**config.mk**
```make
export PLATFORM = sky130hd
export DESIGN_NAME = ctrl_top
export DESIGN_NICKNAME = d
export VERILOG_FILES = /design/src/ctrl_pkg.sv /design/src/cmd_fifo.sv /design/src/ctrl_top.sv /design/src/event_merge.sv /design/src/spi_master.sv /design/src/uart_tx.sv
export SDC_FILE = /design/constraint.sdc
export NUM_CORES = 1
export LEC_CHECK = 0
export ABC_CLOCK_PERIOD_IN_PS = 9200
export BUFFER_PORTS_ARGS = -buffer_cell sky130_fd_sc_hd__buf_2
export CAP_MARGIN = 30
export CORE_MARGIN = 2
export CORE_UTILIZATION = 35
export CTS_CLUSTER_DIAMETER = 80
export DETAILED_ROUTE_END_ITERATION = 16
export PLACE_DENSITY = 0.55
export SYNTH_ARGS = -nofsm -noshare
export SYNTH_HDL_FRONTEND = slang
export SYNTH_HIERARCHICAL = 1
export SYNTH_SLANG_ARGS = --single-unit
```
**constraint.sdc**
```tcl
create_clock -name clk_i -period 9.2 [get_ports clk_i]
set_input_delay 1.38 -clock clk_i [delete_from_list [all_inputs] [get_ports clk_i]]
set_output_delay 1.38 -clock clk_i [all_outputs]
set_load 0.05 [all_outputs]
```
**src/ctrl_pkg.sv**
```systemverilog
package ctrl_pkg;

    // host write port, one address per command queue
    localparam int ADDR_W = 4;

    localparam logic [ADDR_W-1:0] ADDR_UART     = 4'h0;  // byte for the uart transmitter
    localparam logic [ADDR_W-1:0] ADDR_SPI      = 4'h1;  // spi byte, chip select held after it
    localparam logic [ADDR_W-1:0] ADDR_SPI_LAST = 4'h2;  // spi byte that closes the frame

    // one entry of the spi command FIFO
    typedef struct packed {
        logic       last;  // release chip select once this byte is shifted
        logic [7:0] data;
    } spi_cmd_t;

    // tag carried with every completion event
    typedef enum logic {
        SRC_UART = 1'b0,
        SRC_SPI  = 1'b1
    } ctrl_src_e;

endpackage

```
**src/cmd_fifo.sv**
```systemverilog
module cmd_fifo #(
    parameter int  FIFO_DEPTH = 4,
    parameter type T          = logic [7:0]
) (
    input  logic clk_i,
    input  logic arst_n_i,
    input  logic push_i,
    input  T     push_data_i,
    input  logic pop_i,
    output T     head_o,
    output logic empty_o,
    output logic full_o
);

    localparam int PTR_W = (FIFO_DEPTH > 1) ? $clog2(FIFO_DEPTH) : 1;
    localparam int CNT_W = $clog2(FIFO_DEPTH + 1);

    T                 mem [FIFO_DEPTH];
    logic [PTR_W-1:0] wr_ptr;
    logic [PTR_W-1:0] rd_ptr;
    logic [CNT_W-1:0] count;
    logic             do_push;
    logic             do_pop;

    // wrap explicitly so depths that are not a power of two work too
    function automatic logic [PTR_W-1:0] ptr_inc(input logic [PTR_W-1:0] ptr);
        return (ptr == PTR_W'(FIFO_DEPTH - 1)) ? '0 : ptr + 1'b1;
    endfunction

    assign empty_o = (count == '0);
    assign full_o  = (count == CNT_W'(FIFO_DEPTH));
    assign head_o  = mem[rd_ptr];

    assign do_pop  = pop_i && !empty_o;
    assign do_push = push_i && (!full_o || do_pop);  // a full FIFO still takes a push on a pop

    always_ff @(posedge clk_i) begin
        if (do_push) mem[wr_ptr] <= push_data_i;
    end

    always_ff @(posedge clk_i or negedge arst_n_i) begin
        if (!arst_n_i) begin
            wr_ptr <= '0;
            rd_ptr <= '0;
            count  <= '0;
        end else begin
            if (do_push) wr_ptr <= ptr_inc(wr_ptr);
            if (do_pop) rd_ptr <= ptr_inc(rd_ptr);
            case ({do_push, do_pop})
                2'b10:   count <= count + 1'b1;
                2'b01:   count <= count - 1'b1;
                default: count <= count;
            endcase
        end
    end

endmodule

```
**src/ctrl_top.sv**
```systemverilog
module ctrl_top import ctrl_pkg::*; #(
    parameter int FIFO_DEPTH   = 16,
    parameter int CLKS_PER_BIT = 868,
    parameter int SPI_CLK_DIV  = 4
) (
    input  logic              clk_i,
    input  logic              arst_n_i,
    input  logic              wr_stb_i,
    input  logic [ADDR_W-1:0] wr_addr_i,
    input  logic [7:0]        wr_data_i,
    input  logic              spi_miso_i,
    output logic              uart_tx_o,
    output logic              spi_clk_o,
    output logic              spi_mosi_o,
    output logic              spi_cs_o,
    output logic              evt_stb_o,
    output ctrl_src_e         evt_src_o,
    output logic [7:0]        evt_data_o,
    output logic              overflow_o
);

    logic       uart_push;
    logic       uart_pop;
    logic       uart_empty;
    logic       uart_full;
    logic [7:0] uart_head;
    logic       uart_done;
    logic [7:0] uart_sent;

    logic       spi_push;
    logic       spi_pop;
    logic       spi_empty;
    logic       spi_full;
    spi_cmd_t   spi_wr_cmd;
    spi_cmd_t   spi_head;
    logic       spi_done;
    logic [7:0] spi_rx;

    // address decode, unknown addresses fall through untouched
    assign uart_push       = wr_stb_i && (wr_addr_i == ADDR_UART);
    assign spi_push        = wr_stb_i && (wr_addr_i == ADDR_SPI || wr_addr_i == ADDR_SPI_LAST);
    assign spi_wr_cmd.data = wr_data_i;
    assign spi_wr_cmd.last = (wr_addr_i == ADDR_SPI_LAST);

    // a pop in the same cycle frees the slot, so only a full FIFO without one drops the write
    assign overflow_o = (uart_push && uart_full && !uart_pop) ||
                        (spi_push && spi_full && !spi_pop);

    cmd_fifo #(.FIFO_DEPTH(FIFO_DEPTH), .T(logic [7:0])) uart_fifo_inst (
        .clk_i      (clk_i),
        .arst_n_i   (arst_n_i),
        .push_i     (uart_push),
        .push_data_i(wr_data_i),
        .pop_i      (uart_pop),
        .head_o     (uart_head),
        .empty_o    (uart_empty),
        .full_o     (uart_full)
    );

    cmd_fifo #(.FIFO_DEPTH(FIFO_DEPTH), .T(spi_cmd_t)) spi_fifo_inst (
        .clk_i      (clk_i),
        .arst_n_i   (arst_n_i),
        .push_i     (spi_push),
        .push_data_i(spi_wr_cmd),
        .pop_i      (spi_pop),
        .head_o     (spi_head),
        .empty_o    (spi_empty),
        .full_o     (spi_full)
    );

    uart_tx #(.CLKS_PER_BIT(CLKS_PER_BIT)) uart_tx_inst (
        .clk_i       (clk_i),
        .arst_n_i    (arst_n_i),
        .fifo_empty_i(uart_empty),
        .fifo_head_i (uart_head),
        .pop_o       (uart_pop),
        .tx_o        (uart_tx_o),
        .done_o      (uart_done),
        .sent_o      (uart_sent)
    );

    spi_master #(.SPI_CLK_DIV(SPI_CLK_DIV)) spi_master_inst (
        .clk_i       (clk_i),
        .arst_n_i    (arst_n_i),
        .fifo_empty_i(spi_empty),
        .fifo_head_i (spi_head),
        .miso_i      (spi_miso_i),
        .pop_o       (spi_pop),
        .sclk_o      (spi_clk_o),
        .mosi_o      (spi_mosi_o),
        .cs_o        (spi_cs_o),
        .done_o      (spi_done),
        .rx_o        (spi_rx)
    );

    event_merge event_merge_inst (
        .clk_i      (clk_i),
        .arst_n_i   (arst_n_i),
        .uart_done_i(uart_done),
        .uart_byte_i(uart_sent),
        .spi_done_i (spi_done),
        .spi_byte_i (spi_rx),
        .evt_stb_o  (evt_stb_o),
        .evt_src_o  (evt_src_o),
        .evt_data_o (evt_data_o)
    );

endmodule

```
**src/event_merge.sv**
```systemverilog
module event_merge import ctrl_pkg::*; (
    input  logic       clk_i,
    input  logic       arst_n_i,
    input  logic       uart_done_i,
    input  logic [7:0] uart_byte_i,
    input  logic       spi_done_i,
    input  logic [7:0] spi_byte_i,
    output logic       evt_stb_o,
    output ctrl_src_e  evt_src_o,
    output logic [7:0] evt_data_o
);

    // spi waits here one cycle when both engines finish together
    logic       pend_vld;
    logic [7:0] pend_data;

    always_ff @(posedge clk_i) begin
        if (uart_done_i) begin
            evt_data_o <= uart_byte_i;
        end else if (pend_vld) begin
            evt_data_o <= pend_data;
        end else if (spi_done_i) begin
            evt_data_o <= spi_byte_i;
        end
        if (uart_done_i && spi_done_i) pend_data <= spi_byte_i;
    end

    always_ff @(posedge clk_i or negedge arst_n_i) begin
        if (!arst_n_i) begin
            evt_stb_o <= 1'b0;
            evt_src_o <= SRC_UART;
            pend_vld  <= 1'b0;
        end else begin
            evt_stb_o <= uart_done_i | spi_done_i | pend_vld;
            if (uart_done_i) begin
                evt_src_o <= SRC_UART;  // uart wins a collision
                if (spi_done_i) pend_vld <= 1'b1;
            end else if (pend_vld) begin
                evt_src_o <= SRC_SPI;
                pend_vld  <= 1'b0;
            end else if (spi_done_i) begin
                evt_src_o <= SRC_SPI;
            end
        end
    end

endmodule

```
**src/spi_master.sv**
```systemverilog
module spi_master import ctrl_pkg::*; #(
    parameter int SPI_CLK_DIV = 4
) (
    input  logic       clk_i,
    input  logic       arst_n_i,
    input  logic       fifo_empty_i,
    input  spi_cmd_t   fifo_head_i,
    input  logic       miso_i,
    output logic       pop_o,
    output logic       sclk_o,
    output logic       mosi_o,
    output logic       cs_o,
    output logic       done_o,
    output logic [7:0] rx_o
);

    localparam int DIV_W = (SPI_CLK_DIV > 1) ? $clog2(SPI_CLK_DIV) : 1;

    typedef enum logic [1:0] {
        ST_IDLE,     // chip select high
        ST_XFER,     // shifting one byte
        ST_HOLD,     // frame open, waiting for the next byte
        ST_RELEASE   // half period before chip select rises
    } state_t;

    state_t           state;
    logic [DIV_W-1:0] div_cnt;
    logic [2:0]       edge_cnt;
    logic             div_end;
    logic             sclk_q;
    logic             cs_q;
    logic             last_q;
    logic             done_q;
    logic [7:0]       tx_sh;
    logic [7:0]       rx_sh;

    assign div_end = (div_cnt == DIV_W'(SPI_CLK_DIV - 1));
    assign pop_o   = (state == ST_IDLE || state == ST_HOLD) && !fifo_empty_i;

    assign sclk_o = sclk_q;
    assign cs_o   = cs_q;
    assign mosi_o = tx_sh[7];  // msb first, valid a half period before each rising edge
    assign done_o = done_q;
    assign rx_o   = rx_sh;

    // miso is sampled on the rising edge of sclk
    always_ff @(posedge clk_i) begin
        if (state == ST_XFER && div_end && !sclk_q) rx_sh <= {rx_sh[6:0], miso_i};
    end

    always_ff @(posedge clk_i or negedge arst_n_i) begin
        if (!arst_n_i) begin
            state    <= ST_IDLE;
            div_cnt  <= '0;
            edge_cnt <= '0;
            sclk_q   <= 1'b0;
            cs_q     <= 1'b1;
            last_q   <= 1'b0;
            done_q   <= 1'b0;
            tx_sh    <= '0;
        end else begin
            done_q <= 1'b0;
            case (state)
                ST_IDLE, ST_HOLD: begin
                    if (pop_o) begin
                        state   <= ST_XFER;
                        cs_q    <= 1'b0;
                        div_cnt <= '0;
                        tx_sh   <= fifo_head_i.data;
                        last_q  <= fifo_head_i.last;
                    end
                end
                ST_XFER: begin
                    div_cnt <= div_end ? '0 : div_cnt + 1'b1;
                    if (div_end) begin
                        sclk_q <= ~sclk_q;
                        if (sclk_q) begin  // falling edge, move to the next bit
                            tx_sh    <= tx_sh << 1;
                            edge_cnt <= edge_cnt + 1'b1;
                            if (edge_cnt == 3'd7) begin
                                done_q <= 1'b1;
                                state  <= last_q ? ST_RELEASE : ST_HOLD;
                            end
                        end
                    end
                end
                ST_RELEASE: begin
                    div_cnt <= div_end ? '0 : div_cnt + 1'b1;
                    if (div_end) begin
                        cs_q  <= 1'b1;
                        state <= ST_IDLE;
                    end
                end
                default: state <= ST_IDLE;
            endcase
        end
    end

endmodule

```
**src/uart_tx.sv**
```systemverilog
module uart_tx #(
    parameter int CLKS_PER_BIT = 868
) (
    input  logic       clk_i,
    input  logic       arst_n_i,
    input  logic       fifo_empty_i,
    input  logic [7:0] fifo_head_i,
    output logic       pop_o,
    output logic       tx_o,
    output logic       done_o,
    output logic [7:0] sent_o
);

    localparam int BAUD_W = (CLKS_PER_BIT > 1) ? $clog2(CLKS_PER_BIT) : 1;

    typedef enum logic [1:0] {
        ST_IDLE,
        ST_START,
        ST_DATA,
        ST_STOP
    } state_t;

    state_t            state;
    logic [BAUD_W-1:0] baud_cnt;
    logic [2:0]        bit_cnt;
    logic [7:0]        shift;
    logic              bit_end;

    assign bit_end = (baud_cnt == BAUD_W'(CLKS_PER_BIT - 1));
    assign pop_o   = (state == ST_IDLE) && !fifo_empty_i;
    assign done_o  = (state == ST_STOP) && bit_end;  // last cycle of the stop bit

    always_comb begin
        case (state)
            ST_START: tx_o = 1'b0;
            ST_DATA:  tx_o = shift[0];  // lsb first
            default:  tx_o = 1'b1;      // idle and stop bit are both mark
        endcase
    end

    always_ff @(posedge clk_i) begin
        if (pop_o) begin
            shift  <= fifo_head_i;
            sent_o <= fifo_head_i;
        end else if (state == ST_DATA && bit_end) begin
            shift <= shift >> 1;
        end
    end

    always_ff @(posedge clk_i or negedge arst_n_i) begin
        if (!arst_n_i) begin
            state    <= ST_IDLE;
            baud_cnt <= '0;
            bit_cnt  <= '0;
        end else begin
            if (state != ST_IDLE) baud_cnt <= bit_end ? '0 : baud_cnt + 1'b1;
            case (state)
                ST_IDLE:  if (pop_o) state <= ST_START;
                ST_START: if (bit_end) state <= ST_DATA;
                ST_DATA: begin
                    if (bit_end) begin
                        bit_cnt <= bit_cnt + 1'b1;  // wraps back to zero after eight bits
                        if (bit_cnt == 3'd7) state <= ST_STOP;
                    end
                end
                ST_STOP:  if (bit_end) state <= ST_IDLE;
                default:  state <= ST_IDLE;
            endcase
        end
    end

endmodule
```
==> flow_summary.json, run 1 <==
{
  "outcome": "finished, final reports clean",
  "cts_made_buffers": 40,
  "grt_pass1_vias": 7851,
  "slew_headroom_pct": 37.99,
  "finalSetupViolCount": 0,
  "max_freq_mhz": 215.1,
  "drv_cap": 0,
  "postCtsSetupRepairBufs": 0,
  "ys.flop_type": "edfxtp_1",
  "ant_nets": 0,
  "yosysTopAreaCellShare_pct": 60.46,
  "power_density_nw_per_um2": 292.0,
  "slowest_stage": "or4_1",
  "synth_area_leaders": "edfxtp_1, dfrtp_1, mux4_2",
  "setup_ws_ns": 4.551,
  "hold_ws_ns": 0.4550,
  "worst_clock_skew_ns": 0.02896,
  "cp-start-kind": "register",
  "rsz0062_at_grt": "no",
  "dpl_cell_area_um2": 16300,
  "ys_seq_area_share_pct": 70.64,
  "pre_cts_ws_ns": 4.573,
  "wl_per_cell_um": 19.35,
  "htree_levels": 2,
  "cts_resized": 0,
  "async_reset_ff_share_pct": 16.80,
  "fin_crit_ns": 4.649,
  "globalplace.congestion": 0.7822,
  "ys_ff_latch": 375,
  "viasPerCell": 4.996,
  "place_inst": 1482,
  "vias": 7773,
  "wl_um": 30100,
  "end_kind": "output pin",
  "synth_area_leader_cell": "edfxtp_1",
  "cts_tree": "yes",
  "root_buffer": "clkbuf_16",
  "clk_latency_ns": 0.56,
  "die_x_um": 214.4,
  "slowest_delay_ns": 0.69,
  "cp_top_family": "simple AND/OR/NAND/NOR gates",
  "worst_slew_pin_slew_ns": 0.9268,
  "chipHeight_um": 214.4,
  "grt_usage_pct": 13.21,
  "antenna_cells": 0,
  "path_common_cell": "nor2_1",
  "fin_cells": 1556,
  "synth_area_um2": 15500,
  "grt_overflow_total": 0,
  "ir_drop_uv": 121.1,
  "postCtsHoldBufs": 0,
  "coreArea_um2": 43930,
  "antenna_found_initial": 2,
  "cts.path.max_buffers": 3,
  "hold_path_class": "register to register",
  "path_clk_slew_ns": 0.06,
  "synth_fp_nets": 930,
  "nets": 977,
  "synth_warnings": 6,
  "grt_max_degree": 64,
  "ios": 31,
  "critical_path_class": "register to output pin",
  "arrival_ns": 3.27,
  "synth.avg_cell_area_um2": 17.51,
  "fin_crit_sh_pct": 50.54,
  "hold_violations": 0,
  "drt_iter0_markers": 583,
  "drv_slew": 0,
  "dieArea_um2": 45980,
  "syn_inst": 885,
  "initial_core_util_pct": 35.28,
  "fin_area_um2": 17590,
  "synth.distinct_cells": 59,
  "fp-row-count": 77,
  "yosysMostFrequentCell": "edfxtp_1",
  "grt_pass1_wl_um": 46950,
  "fin_setup_tns_ns": 0,
  "leakage_nw": 6.025,
  "io_buffer_count": 30,
  "clock-sinks": 375,
  "critPathBufInv": 1,
  "drc": 0,
  "crit_chain": "or4_1, nor2_1, nor2_1, or4bb_1, a31oi_1, buf_2",
  "cp_data_required_time_ns": 7.82,
  "drtPass1Iterations": 4,
  "crit_fanout": 9,
  "drive_gt1_share_pct": 22.41,
  "syn_to_final_growth_pct": 13.52,
  "synth_edf_count": 312,
  "synth_common_cells": "edfxtp_1, mux4_2, dfrtp_1",
  "dpl.hpwl_um": 18450
}
layout make-up:
class                   instances  area (µm²)
clock buffers                  43        1012
clock inverters                31       279.0
fillers                      3954       26340
inverters                      14       52.55
multi-input cells             457        4308
flip-flops and latches        375       10950
well taps                     592       740.7
repair buffers                 44       250.2
where the power goes:
group | internal, mW | leakage (nW) | switching (mW) | total (mW)
Sequential | 2.05 | 3.60 | 0.171 | 2.22
Clock | 0.913 | 0.640 | 0.657 | 1.57
Combinational | 0.617 | 1.79 | 0.728 | 1.35
Total | 3.58 | 6.03 | 1.56 | 5.14
layout by cell type (no fill, tap or decap), types with 3 or more instances in the layout:
master     count
nand3_1       13
clkinv_8       3
mux2_2        27
clkinv_2      13
edfxtp_1     312
o21ai_1        8
mux2_4         3
clkinv_1      10
mux4_2        68
a31oi_1        5
ha_1          27
a21oi_1        8
buf_2         32
nor3_1        12
a22o_1         4
nor2_1        49
o21ai_0       15
a221o_1        4
nand4b_1       4
nand2_1       58
a21o_1         6
nor2b_1        7
and2_1         7
clkbuf_16     40
bufinv_16      4
clkbuf_1       3
and4b_1        4
nor4_1         3
inv_1         14
xnor2_1       14
dfrtp_1       60
xor2_1         5
buf_4         12
nand2b_1      12
a22oi_1       37
mux2i_1       18
cell families after synthesis:
group	Yosys count	share of synthesized area [%]
flip-flops	375	70.64
buffers and inverters	53	1.623
XOR/XNOR	19	1.074
AO/OA/AOI/OAI	106	4.893
AND/OR/NAND/NOR	187	6.039
multiplexers	116	13.30
adder cells (fa/ha/maj)	29	2.438
state kept, by name, indices dropped and copies added (netlist names), 5 cells and up:
| name | flops |
|---|---|
| uart_fifo_inst/count | 5 |
| uart_tx_inst/sent_o | 8 |
| event_merge_inst/evt_data_o | 8 |
| spi_fifo_inst/mem | 144 |
| spi_fifo_inst/count | 5 |
| uart_tx_inst/baud_cnt | 10 |
| uart_tx_inst/shift | 8 |
| uart_fifo_inst/mem | 128 |
| spi_master_inst/rx_o | 8 |
| event_merge_inst/pend_data | 8 |
| spi_master_inst/tx_sh | 8 |
path summary, 6_finish.rpt:
path                       slack, ns  cells after the start                          startpoint                                      end
setup / recovery                4.55                      6  spi_fifo_inst/count[0]$_DFFE_PN0P_                               overflow_o
hold / removal                  0.45                      0   spi_master_inst/rx_o[7]$_DFFE_PP_  event_merge_inst/pend_data[7]$_DFFE_PP_
setup reg to reg                5.75                      6  spi_fifo_inst/count[1]$_DFFE_PN0P_       spi_fifo_inst/mem[11][0]$_DFFE_PP_
hold reg to reg                 0.45                      0   spi_master_inst/rx_o[7]$_DFFE_PP_  event_merge_inst/pend_data[7]$_DFFE_PP_
max in group asynchronous       7.50                      2                            arst_n_i      spi_fifo_inst/rd_ptr[0]$_DFFE_PN0N_
min in group asynchronous       1.06                      2                            arst_n_i     event_merge_inst/evt_stb_o$_DFF_PN0_
routing by layer:
layer / wire (µm) / track usage, % / up-vias
met5: 18 / 0 / -
met2: 14550 / 21.61 / 171
li1: - / - / 3577
met4: 689 / 3.958 / 4
met1: 13220 / 17.89 / 3967
met3: 1619 / 2.667 / 54
per-stage QoR:
stage          utilization [%]  power [mW]
2_1_floorplan                -       3.266
3_3_place_gp             37.08       3.603
3_5_place_dp             37.10       3.615
4_1_cts                  40.04       5.205
5_1_grt                  40.04       5.415
6_report                 40.04       5.137
Note: power is estimated with default switching activity, not from simulation.
==> run 2, diff against run 1 <==
ABC_AREA = 1   (was unset)
ABC_CLOCK_PERIOD_IN_PS = 4200   (was 9200)
PLACE_DENSITY = 0.56   (was 0.55)
clock period = 4.2 ns   (was 9.2 ns; I/O delays follow)
==> run 2 against run 1 <==
  * Global-route usage increased by 2.0 points
  * Sequential share of layout area fell by 1.2 points
  * Synthesized cell count rose by 58%
  * Non-clock buffer count decreased by 6
  * Die area is 3.2% higher
  * Count of clock-buffer cells in the layout is 4 higher
  * Via count is 31% higher
  * Worst setup slack got worse by 3.4 ns
  * Wire length grew 18%
  * Final area grew 2.0%
  * Hold slack lost 0.16 ns
  * Critical path type unchanged
  * Largest cell class unchanged
==> flow_summary.json, run 2 <==
{
  "outcome": "finished, final reports clean",
  "clk_latency_ns": 0.55,
  "ios": 31,
  "fin_crit_ns": 3.059,
  "vias": 10170,
  "grt_usage_pct": 15.19,
  "layout_common_cells": "edfxtp_1, nor2_1, nand2_1",
  "fin_setup_tns_ns": 0,
  "synth.avg_cell_area_um2": 11.47,
  "die_x_um": 217.8,
  "cts_tree": "yes",
  "hold_end": "spi_master_inst/rx_o[0]$_DFFE_PP_",
  "htree_levels": 2,
  "path_clk_slew_ns": 0.06,
  "worstReg2RegEnd": "uart_fifo_inst/count[4]$_DFFE_PN0P_",
  "r2r_setup_slack_ns": 1.23,
  "nets": 1467,
  "synth_area_um2": 16000,
  "grt_overflow_total": 0,
  "worst_slew_pin_slew_ns": 1.025,
  "hold_path_depth": 1,
  "io_buffer_count": 30,
  "power_density_nw_per_um2": 452.1,
  "ir_drop_uv": 265.1,
  "cts_made_buffers": 39,
  "largest_register_ff_count": 144,
  "yosysMostFrequentCell": "edfxtp_1",
  "wl_per_cell_um": 17.27,
  "dieArea_um2": 47450,
  "hold_violations": 0,
  "dpl_cell_area_um2": 16640,
  "synth_warnings": 6,
  "layout_commonest_cell": "edfxtp_1",
  "ys_ff_latch": 375,
  "min_from": "spi_miso_i",
  "chipHeight_um": 217.8,
  "coreArea_um2": 45280,
  "p_seq_share_pct": 52.3,
  "leakage_nw": 6.537,
  "grt_max_degree": 75,
  "finalSetupViolCount": 0,
  "globalplace.congestion": 0.8175,
  "fin_cells": 2052,
  "fp-row-count": 78,
  "cts.path.max_buffers": 3,
  "crit_fanout": 19,
  "fillers": 4308,
  "end_kind": "output pin",
  "wl_um": 35430,
  "critPathBufInv": 3,
  "initial_core_util_pct": 35.34,
  "drtPass1Iterations": 5,
  "drv_slew": 0,
  "synth_edf_count": 312,
  "drt_iter0_markers": 963,
  "top_register": "spi_fifo_inst/mem",
  "synth_area_leaders": "edfxtp_1, dfrtp_1, nor2_1",
  "viasPerCell": 4.957,
  "syn_to_final_growth_pct": 12.17,
  "grt_pass1_vias": 9927,
  "hold_path_class": "input pin to register",
  "synth_common_cells": "edfxtp_1, nor2_1, nand2_1",
  "fin_area_um2": 17950,
  "max_freq_mhz": 326.9,
  "grt_pass1_wl_um": 56050,
  "ys_seq_area_share_pct": 68.41,
  "reg_top3": "spi_fifo_inst/mem: 144 flops, uart_fifo_inst/mem: 128 flops, uart_tx_inst/baud_cnt: 10 flops",
  "ys.flop_type": "edfxtp_1",
  "arrival_ns": 2.43,
  "cp_top_family": "simple AND/OR/NAND/NOR gates",
  "crit_chain": "inv_1, ha_1, inv_2, nor2_4, nor2_1, nand4_1, nand2_1, buf_2",
  "synth_fp_nets": 1440,
  "clock-sinks": 375,
  "syn_inst": 1395,
  "slowest_stage": "dfrtp_1",
  "antenna_found_initial": 0,
  "p_int_mw": 6.290,
  "p_sw_share_pct": 22.50,
  "synth_area_leader_cell": "edfxtp_1",
  "cp_data_required_time_ns": 3.57,
  "p_switching_mw": 1.826,
  "ant_nets": 0,
  "rsz0062_at_grt": "no",
  "place_inst": 1979,
  "rr_worst_depth": 15,
  "cp-start-kind": "register",
  "rr_startpoint": "uart_tx_inst/state[0]$_DFFE_PN0P_",
  "critical_path_class": "register to output pin",
  "combPwrFrac_pct": 5.8,
  "drv_cap": 0,
  "antenna_cells": 0,
  "slowest_delay_ns": 0.41,
  "fin_crit_sh_pct": 72.84,
  "async_reset_ff_share_pct": 16.80,
  "root_buffer": "clkbuf_16",
  "worst_clock_skew_ns": 0.02405,
  "synth.distinct_cells": 39,
  "drc": 0,
  "yosysTopAreaCellShare_pct": 58.55,
  "slew_headroom_pct": 31.68,
  "clockPowerShare_pct": 42.0,
  "dpl.hpwl_um": 22040,
  "drive_gt1_share_pct": 10.19
}
## run 2: cell types whose count changed in the layout (fill, tap and decap cells not counted), sizes merged, moves of 10 or more
cell / before / now
nor2: 49 / 245
nand2: 59 / 232
o21ai: 26 / 160
nand3: 13 / 97
inv: 14 / 92
mux4: 68 / 0
a22oi: 37 / 1
o22ai: 0 / 34
o211ai: 1 / 34
mux2: 30 / 0
mux2i: 18 / 0
nand2b: 12 / 0
nor3: 13 / 3
## run 2: metrics by stage
step	utilization [%]	total power [mW]	hold slack [ns]	setup slack (ns)
3_5_place_dp	36.74	4.786	0.4571	1.144
3_3_place_gp	36.70	4.771	0.4541	1.217
5_1_grt	39.64	8.436	0.2820	0.9330
2_1_floorplan	-	4.599	0.3344	1.689
4_1_cts	39.56	8.211	0.2326	1.070
6_report	39.64	8.116	0.2927	1.141
## run 2: cell families after synthesis
logic type / after synthesis / share of synthesized area (%)
and+or+nand+nor: 587 / 15.51
buffers and inverters: 148 / 4.363
AOI/OAI and AO/OA: 239 / 8.428
DFF: 375 / 68.41
adders and majority gates: 29 / 2.361
xor gates and xnor gates: 17 / 0.9304
## run 2: worst reg2reg max path: cells and delay by family (launching register included)
family	cells	cell delay, ns
adders and majority gates	2	0.62
buffers and inverters	5	0.58
DFF	1	0.41
AOI/OAI and AO/OA	1	0.21
and+or+nand+nor	7	1.04
## run 2: power by group through the flow
stage | logic (mW) | clock network [mW] | registers (mW)
2_1_floorplan | 0.313 | 0 | 4.29
3_3_place_gp | 0.460 | 0 | 4.31
3_5_place_dp | 0.471 | 0 | 4.31
4_1_cts | 0.472 | 3.50 | 4.24
5_1_grt | 0.546 | 3.63 | 4.25
6_report | 0.470 | 3.41 | 4.24
## run 2: worst max-delay path by stage
stage / end / startpoint / cells past startpoint
final: overflow_o / uart_tx_inst/state[0]$_DFFE_PN0P_ / 8
after global routing: uart_fifo_inst/count[4]$_DFFE_PN0P_ / uart_tx_inst/state[0]$_DFFE_PN0P_ / 15
after CTS: overflow_o / uart_tx_inst/state[0]$_DFFE_PN0P_ / 8
after detailed placement: uart_fifo_inst/mem[0][4]$_DFFE_PP_ / wr_addr_i[3] / 8
after global placement: uart_fifo_inst/mem[0][1]$_DFFE_PP_ / wr_addr_i[3] / 8
after floorplan: uart_fifo_inst/count[4]$_DFFE_PN0P_ / uart_tx_inst/state[0]$_DFFE_PN0P_ / 15
## run 2: repair_timing
| action | in CTS | in global routing |
|---|---|---|
| hold buffers | 0 | 1 |
| endpoints found under the hold margin | 0 | 5 |
| resized for setup | 0 | 0 |
| buffers inserted | 0 | 0 |
## run 2: cell type report
class | instances | area [µm²] | share of cell area [%]
sequential | 375 | 10950 | 61.00
tap | 600 | 750.7 | 4.182
inverter | 96 | 367.9 | 2.049
clock buffer | 47 | 1027 | 5.723
multi-input combinational | 872 | 4360 | 24.29
timing repair buffer | 38 | 247.7 | 1.380
clock inverter | 24 | 246.5 | 1.373
## run 2: routing by layer
layer | track usage, % | part of all wire [%] | wire (µm) | vias to the layer above
met1 | 21.28 | 47 | 16530 | 4934
met2 | 24.33 | 46 | 16350 | 259
met4 | 4.739 | 2.3 | 808 | 0
met3 | 2.301 | 4.9 | 1745 | 60
li1 | - | - | - | 4918
met5 | 0 | 0 | 0 | -
